<file path="config.mk">
export PLATFORM = sky130hd
export DESIGN_NAME = tft
export DESIGN_NICKNAME = d
export VERILOG_FILES = /design/src/source/tft_pkg.sv /design/src/source/tft_fifo.sv /design/src/source/tft_timing.sv /design/src/source/tft_pixel_out.sv /design/src/source/tft.sv
export VERILOG_INCLUDE_DIRS = /design/src /design/src/source
export SDC_FILE = /design/constraint.sdc
export NUM_CORES = 1
export LEC_CHECK = 0
export BUFFER_PORTS_ARGS = -buffer_cell sky130_fd_sc_hd__buf_4
export CORE_ASPECT_RATIO = 1.4
export CORE_UTILIZATION = 56
export DETAILED_ROUTE_END_ITERATION = 16
export PLACE_DENSITY = 0.83
export SLEW_MARGIN = 10
export SYNTH_ARGS = -nofsm -noshare
export SYNTH_HDL_FRONTEND = slang
export SYNTH_SLANG_ARGS = --single-unit
export TNS_END_PERCENT = 1
</file>
<file path="constraint.sdc">
create_clock -name clkTFT -period 3.1 [get_ports clkTFT]
set_input_delay 0 -clock clkTFT [delete_from_list [all_inputs] [get_ports clkTFT]]
set_output_delay 0 -clock clkTFT [all_outputs]
set_load 0.02 [all_outputs]
</file>
<file path="src/source/tft_macros.svh">
`ifndef TFT_MACROS_SVH
`define TFT_MACROS_SVH

// Horizontal phase lengths, in clkTFT cycles
`define H_SYNC 4
`define H_BACK 4
`define H_DISPLAY 16
`define H_FRONT 4

// Vertical phase lengths, in lines
`define V_SYNC 2
`define V_BACK 2
`define V_DISPLAY 6
`define V_FRONT 2

// Counter widths, sized for the longest phase
`define H_CNT_W 5
`define V_CNT_W 3

// Pixel FIFO
`define FIFO_DEPTH 32
`define LEVEL_W 6

`endif

</file>
<file path="src/source/tft_pkg.sv">
`default_nettype none

`include "tft_macros.svh"

package tft_pkg;

	// 5-6-5 word as written by the host
	typedef struct packed {
		logic [4:0] r;
		logic [5:0] g;
		logic [4:0] b;
	} pixel_565_t;

	// Panel colour, 8 bits per channel
	typedef struct packed {
		logic [7:0] r;
		logic [7:0] g;
		logic [7:0] b;
	} pixel_888_t;

	typedef logic [`H_CNT_W-1:0] hcount_t;
	typedef logic [`V_CNT_W-1:0] vcount_t;
	typedef logic [`LEVEL_W-1:0] fifo_level_t;

	// Shared by the horizontal and vertical counters
	typedef enum logic [1:0] {
		SYNC,
		BACK,
		DISPLAY,
		FRONT
	} phase_t;

	// Undelayed video timing, syncs active low
	typedef struct packed {
		logic hsync_n;
		logic vsync_n;
		logic hblank;
		logic vblank;
		logic display;
	} tft_timing_t;

	// Phases run in a fixed ring
	function automatic phase_t next_phase(input phase_t phase);
		return phase_t'(phase + 2'd1);
	endfunction

endpackage

`default_nettype wire

</file>
<file path="src/source/tft_fifo.sv">
`default_nettype none

`include "tft_macros.svh"

module tft_fifo (
	input wire clkTFT,
	input wire n_reset,
	input wire tft_pkg::pixel_565_t wr_data,
	input wire wr_en,
	input wire rd_en,
	input wire flush,
	output tft_pkg::pixel_565_t rd_data,
	output logic rd_valid,
	output tft_pkg::fifo_level_t level,
	output logic empty,
	output logic full
);

	localparam int ADDR_W = $clog2(`FIFO_DEPTH);

	tft_pkg::pixel_565_t mem [`FIFO_DEPTH];
	logic [ADDR_W-1:0] wr_ptr;
	logic [ADDR_W-1:0] rd_ptr;
	logic do_write;
	logic do_read;

	// Wrap at the last entry, so the depth need not be a power of two
	function automatic logic [ADDR_W-1:0] next_ptr(input logic [ADDR_W-1:0] ptr);
		if (ptr == ADDR_W'(`FIFO_DEPTH - 1))
			return '0;
		return ptr + 1'b1;
	endfunction

	assign full = level == tft_pkg::fifo_level_t'(`FIFO_DEPTH);
	assign empty = level == '0;

	// Flush wins over a pending write
	assign do_write = wr_en && !full && !flush;
	assign do_read = rd_en && !empty;

	always_ff @(posedge clkTFT) begin
		if (do_write)
			mem[wr_ptr] <= wr_data;
	end

	// Registered read port, word valid one cycle after the strobe
	always_ff @(posedge clkTFT) begin
		if (do_read)
			rd_data <= mem[rd_ptr];
	end

	always_ff @(posedge clkTFT or negedge n_reset) begin
		if (!n_reset) begin
			wr_ptr <= '0;
			rd_ptr <= '0;
			level <= '0;
			rd_valid <= 1'b0;
		end else if (flush) begin
			wr_ptr <= '0;
			rd_ptr <= '0;
			level <= '0;
			rd_valid <= 1'b0;
		end else begin
			rd_valid <= do_read;
			if (do_write)
				wr_ptr <= next_ptr(wr_ptr);
			if (do_read)
				rd_ptr <= next_ptr(rd_ptr);
			case ({do_write, do_read})
				2'b10: level <= level + 1'b1;
				2'b01: level <= level - 1'b1;
				default: level <= level;
			endcase
		end
	end

endmodule

`default_nettype wire

</file>
<file path="src/source/tft_timing.sv">
`default_nettype none

`include "tft_macros.svh"

module tft_timing (
	input wire clkTFT,
	input wire n_reset,
	output tft_pkg::tft_timing_t timing
);

	tft_pkg::phase_t h_phase;
	tft_pkg::phase_t v_phase;
	tft_pkg::hcount_t h_count;
	tft_pkg::vcount_t v_count;
	logic h_last;
	logic line_end;

	// Reload values are length minus one, the counters run down to zero
	function automatic tft_pkg::hcount_t h_length(input tft_pkg::phase_t phase);
		case (phase)
			tft_pkg::SYNC: return tft_pkg::hcount_t'(`H_SYNC - 1);
			tft_pkg::BACK: return tft_pkg::hcount_t'(`H_BACK - 1);
			tft_pkg::DISPLAY: return tft_pkg::hcount_t'(`H_DISPLAY - 1);
			default: return tft_pkg::hcount_t'(`H_FRONT - 1);
		endcase
	endfunction

	function automatic tft_pkg::vcount_t v_length(input tft_pkg::phase_t phase);
		case (phase)
			tft_pkg::SYNC: return tft_pkg::vcount_t'(`V_SYNC - 1);
			tft_pkg::BACK: return tft_pkg::vcount_t'(`V_BACK - 1);
			tft_pkg::DISPLAY: return tft_pkg::vcount_t'(`V_DISPLAY - 1);
			default: return tft_pkg::vcount_t'(`V_FRONT - 1);
		endcase
	endfunction

	assign h_last = h_count == '0;

	// Last clock of the front porch, next clock opens a new line
	assign line_end = h_last && h_phase == tft_pkg::FRONT;

	// Horizontal phase FSM
	always_ff @(posedge clkTFT or negedge n_reset) begin
		if (!n_reset) begin
			h_phase <= tft_pkg::SYNC;
			h_count <= h_length(tft_pkg::SYNC);
		end else if (h_last) begin
			h_phase <= tft_pkg::next_phase(h_phase);
			h_count <= h_length(tft_pkg::next_phase(h_phase));
		end else begin
			h_count <= h_count - 1'b1;
		end
	end

	// Vertical phase FSM, stepped once per line
	always_ff @(posedge clkTFT or negedge n_reset) begin
		if (!n_reset) begin
			v_phase <= tft_pkg::SYNC;
			v_count <= v_length(tft_pkg::SYNC);
		end else if (line_end) begin
			if (v_count == '0) begin
				v_phase <= tft_pkg::next_phase(v_phase);
				v_count <= v_length(tft_pkg::next_phase(v_phase));
			end else begin
				v_count <= v_count - 1'b1;
			end
		end
	end

	// Timing outputs, one register after the phases
	always_ff @(posedge clkTFT or negedge n_reset) begin
		if (!n_reset) begin
			timing.hsync_n <= 1'b1;
			timing.vsync_n <= 1'b1;
			timing.hblank <= 1'b1;
			timing.vblank <= 1'b1;
			timing.display <= 1'b0;
		end else begin
			timing.hsync_n <= h_phase != tft_pkg::SYNC;
			timing.vsync_n <= v_phase != tft_pkg::SYNC;
			timing.hblank <= h_phase != tft_pkg::DISPLAY;
			timing.vblank <= v_phase != tft_pkg::DISPLAY;
			// Active area needs both counters in display
			timing.display <= h_phase == tft_pkg::DISPLAY &&
				v_phase == tft_pkg::DISPLAY;
		end
	end

endmodule

`default_nettype wire

</file>
<file path="src/source/tft_pixel_out.sv">
`default_nettype none

module tft_pixel_out (
	input wire clkTFT,
	input wire n_reset,
	input wire tft_pkg::tft_timing_t timing_in,
	input wire tft_pkg::pixel_565_t pixel,
	input wire pixel_valid,
	output logic hsync,
	output logic vsync,
	output logic de,
	output tft_pkg::pixel_888_t rgb
);

	// Low bits of each channel are left at zero
	function automatic tft_pkg::pixel_888_t widen(input tft_pkg::pixel_565_t p);
		tft_pkg::pixel_888_t w;
		w.r = {p.r, 3'b000};
		w.g = {p.g, 2'b00};
		w.b = {p.b, 3'b000};
		return w;
	endfunction

	// Panel timing, one clock behind the status outputs
	always_ff @(posedge clkTFT or negedge n_reset) begin
		if (!n_reset) begin
			hsync <= 1'b1;
			vsync <= 1'b1;
			de <= 1'b0;
		end else begin
			hsync <= timing_in.hsync_n;
			vsync <= timing_in.vsync_n;
			de <= timing_in.display;
		end
	end

	// The FIFO word lands on the same edge as de
	// Black on blanking and on underflow
	assign rgb = (de && pixel_valid) ? widen(pixel) : '0;

endmodule

`default_nettype wire

</file>
<file path="src/source/tft.sv">
`default_nettype none

module tft (
	input wire clkTFT,
	input wire n_reset,
	input wire tft_pkg::pixel_565_t pixel_in,
	input wire pixel_wr,
	output tft_pkg::fifo_level_t fifo_level,
	output logic fifo_empty,
	output logic fifo_full,
	output logic tft_hblank,
	output logic tft_vblank,
	output logic disp,
	output logic dclk,
	output logic de,
	output logic hsync,
	output logic vsync,
	output tft_pkg::pixel_888_t rgb
);

	tft_pkg::tft_timing_t timing;
	tft_pkg::pixel_565_t rd_data;
	logic rd_valid;

	// Panel stays enabled while out of reset
	assign disp = n_reset;
	assign dclk = clkTFT;

	assign tft_hblank = timing.hblank;
	assign tft_vblank = timing.vblank;

	// Vertical blanking empties the FIFO, every frame starts clean
	tft_fifo u_fifo (
		.clkTFT(clkTFT),
		.n_reset(n_reset),
		.wr_data(pixel_in),
		.wr_en(pixel_wr),
		.rd_en(timing.display),
		.flush(timing.vblank),
		.rd_data(rd_data),
		.rd_valid(rd_valid),
		.level(fifo_level),
		.empty(fifo_empty),
		.full(fifo_full)
	);

	tft_timing u_timing (
		.clkTFT(clkTFT),
		.n_reset(n_reset),
		.timing(timing)
	);

	tft_pixel_out u_pixel_out (
		.clkTFT(clkTFT),
		.n_reset(n_reset),
		.timing_in(timing),
		.pixel(rd_data),
		.pixel_valid(rd_valid),
		.hsync(hsync),
		.vsync(vsync),
		.de(de),
		.rgb(rgb)
	);

endmodule

`default_nettype wire

</file>
==> impl_metrics.tcl <==
set metrics [dict create \
    max_freq_mhz 331 \
    place_hpwl_um 30200 \
    start_util_pct 56.9 \
    p_leak_nw 8.24 \
    slew_headroom_pct 36.3 \
    hold_path_class "input port to register" \
    power_mw 14.7 \
    placed_area_um2 23600 \
    setup_slack_ns 0.0752 \
    rsz0062_at_grt "no" \
    dieHeight_um 239 \
    wire_per_inst_um 27.3 \
    grt_overflow 0 \
    critPathArrivalTime_ns 3.58 \
    setup_violations 0 \
    yosysSeqAreaShare_pct 74.9 \
    start_kind "register" \
    viasPerCell 6.39 \
    critPathRequiredTime_ns 3.66 \
    hp-start "pixel_in[6]" \
    hold_path_depth 2 \
    ant_nets 0 \
    ys_types 57 \
    synthToLayoutAreaGrowth_pct 14.0 \
    critPathCaptureType "register" \
    final_common_cell "edfxtp_1" \
    ios 58 \
    fillers 2544 \
    synth_ff_type "edfxtp_1" \
    drv_slew 0 \
    fin_worst_skew_ns 0.0195 \
    multi_input_comb_area_um2 5200 \
    drt-total-wl_um 51400 \
    maxCapViolCount 0 \
    drc 0 \
    ys_ff_latch 565 \
    outcome "finished clean" \
    max_stage_delay_ns 0.56 \
    regToRegEndpoint "u_fifo.level[5]$_DFFE_PN0P_" \
    dieWidth_um 171 \
    fin_nets 1358 \
    yosys.area.top_type "edfxtp_1" \
    drt_first_pass_iters 5 \
    utilization_pct 64.9 \
    portBuffers 49 \
    core-area_um2 39400 \
    ys_async_sr_fraction_pct 6.55 \
    worst_slew_pin_slew_ns 0.951 \
    cts_tree "yes" \
    vias 12013 \
    antenna_found_initial 0 \
    fin_crit_sh_pct 97.6 \
    setup_tns_ns 0 \
    crit_type "register to register" \
    worstRegToRegCells 9 \
    reg2reg_slack_ns 0.08 \
    holdWs_ns 0.313 \
    synth-edff-count 528 \
    avgSynthCellArea_um2 18.7 \
    grt_pass1_vias 12126 \
    max-vdd-ir-drop_v 0.000434 \
    grt_max_degree 55 \
    hold_viol 0 \
    hold-path-endpoint "u_fifo.mem[6][6]$_DFFE_PP_" \
    track_usage_pct 25.9 \
    crit_fanout 6 \
    yosys_warnings 0 \
    slowest_stage "or4_4" \
    antenna_cells 0 \
    rows 86 \
    cp_top_family "simple AND/OR/NAND/NOR gates" \
    grt_pass1_wl_um 75400 \
    synthCells 1196 \
    postLayoutCellArea_um2 25500 \
    period_needed_ns 3.02 \
    yosysTopAreaCellShare_pct 70.8 \
    path_cells "or4_4, o31ai_4, clkinvlp_4, ha_4, ha_1, or4b_4, a21o_1, o311ai_2, mux2_4" \
    mostFrequentLayoutCells "528 x edfxtp_1, 115 x buf_4, 100 x mux2i_1" \
    drive_gt1_share_pct 24.5 \
    seqCellArea_um2 16800 \
    worstSkewPairLatency_ns 0.69 \
    power_density_nw_per_um2 575 \
    die_area_um2 40800 \
    clk_pin_slew_worst_paths_ns 0.07 \
    dp_cells 1767 \
    netlist_area_um2 22400 \
    rr_startpoint "u_fifo.level[0]$_DFFE_PN0P_" \
    drt_iter0_markers 1409 \
    synth_area_leaders "edfxtp_1 71%, mux4_2 6.4%, mux2i_1 4.5%, dfrtp_1 3.1%, a22oi_1 2.1%" \
    fin_cells 1881 \
    critPathBufInv 1 \
    place_congestion 0.852 \
    dp_slack_ns -0.00770 \
]
-- synthesized netlist by cell type (3+ instances only) --
cell and instances:
mux2i_1 100, nor2_1 50, edfxtp_1 528, nand3b_1 4, mux4_2 64, nor3_1 4
buf_6 3, buf_2 14, buf_4 23, mux2_2 34, or3b_2 5, and3_1 19
dfrtp_1 28, clkbuf_1 35, nand3_1 5, nand4_1 16, inv_1 16, ha_1 21
a22oi_1 64, dfstp_2 9, a31oi_1 34, xor2_1 3, or3_1 3, nand2b_1 4
o211ai_1 32, xnor2_1 3, buf_1 6, a21oi_1 15, nand2_1 15, o21ai_0 7
-- timing repair --
item,CTS,global route
endpoints found under the setup margin,1,2
pin swaps,2,5
hold buffers,20,0
gates cloned,0,0
endpoints found under the hold margin,554,0
buffers inserted,4,2
resized for setup,3,6
-- cell type report --
class	count	area share, %
Sequential cell	565	65.8
Multi-Input combinational cell	541	20.4
Clock buffer	62	5.26
Inverter	16	0.250
Timing Repair Buffer	141	4.65
Tap cell	528	2.59
Clock inverter	28	1.10
-- metal layers --
layer | global-route usage, % | up-vias | wire length [µm]
met4 | 12.3 | 0 | 2450
met3 | 4.37 | 136 | 4370
met5 | 0 | - | 0
met1 | 31.5 | 6113 | 17900
met2 | 44.7 | 698 | 26700
li1 | - | 5066 | -
-- how the worst max path moves through the flow --
stage,cells past startpoint,start,endpoint,slack (ns)
floorplan,10,u_fifo.level[4]$_DFFE_PN0P_,u_fifo.level[5]$_DFFE_PN0P_,-0.25
global placement,9,u_fifo.level[4]$_DFFE_PN0P_,u_fifo.level[5]$_DFFE_PN0P_,0.09
detailed placement,9,u_fifo.level[4]$_DFFE_PN0P_,u_fifo.level[5]$_DFFE_PN0P_,-0.008
CTS,9,u_fifo.level[4]$_DFFE_PN0P_,u_fifo.level[5]$_DFFE_PN0P_,0.008
global route,9,u_fifo.level[3]$_DFFE_PN0P_,u_fifo.level[5]$_DFFE_PN0P_,0.009
finish,9,u_fifo.level[0]$_DFFE_PN0P_,u_fifo.level[5]$_DFFE_PN0P_,0.08
-- sequential cells by signal, indices dropped and copies added (netlist names) --
name	flops
u_fifo.level	6
u_fifo.mem	512
u_fifo.rd_data	16
u_fifo.rd_ptr	5
u_fifo.rd_valid	1
u_fifo.wr_ptr	5
u_pixel_out.de	1
u_pixel_out.hsync	1
u_pixel_out.vsync	1
u_timing.h_count	5
u_timing.h_phase	2
u_timing.timing	5
u_timing.v_count	3
u_timing.v_phase	2
-- power by group --
| part | internal [mW] | switching (mW) |
|---|---|---|
| sequential | 8.32 | 0 |
| clock | 3.51 | 2.68 |
| combinational | 0.0368 | 0.140 |
-- cells by family (layout without fill, tap and decap cells) --
kind of cell,Yosys count,after routing,share of synthesized area [%]
other,1,8,0.0167
buffers and inverters,97,247,2.19
adder cells (fa/ha/maj),22,22,1.26
multiplexers,198,198,12.6
XOR/XNOR,6,6,0.235
AND/OR/NAND/NOR,143,143,3.55
flip-flops,565,565,74.9
AO/OA/AOI/OAI,164,164,5.21
(Power assumes the default switching activity.)
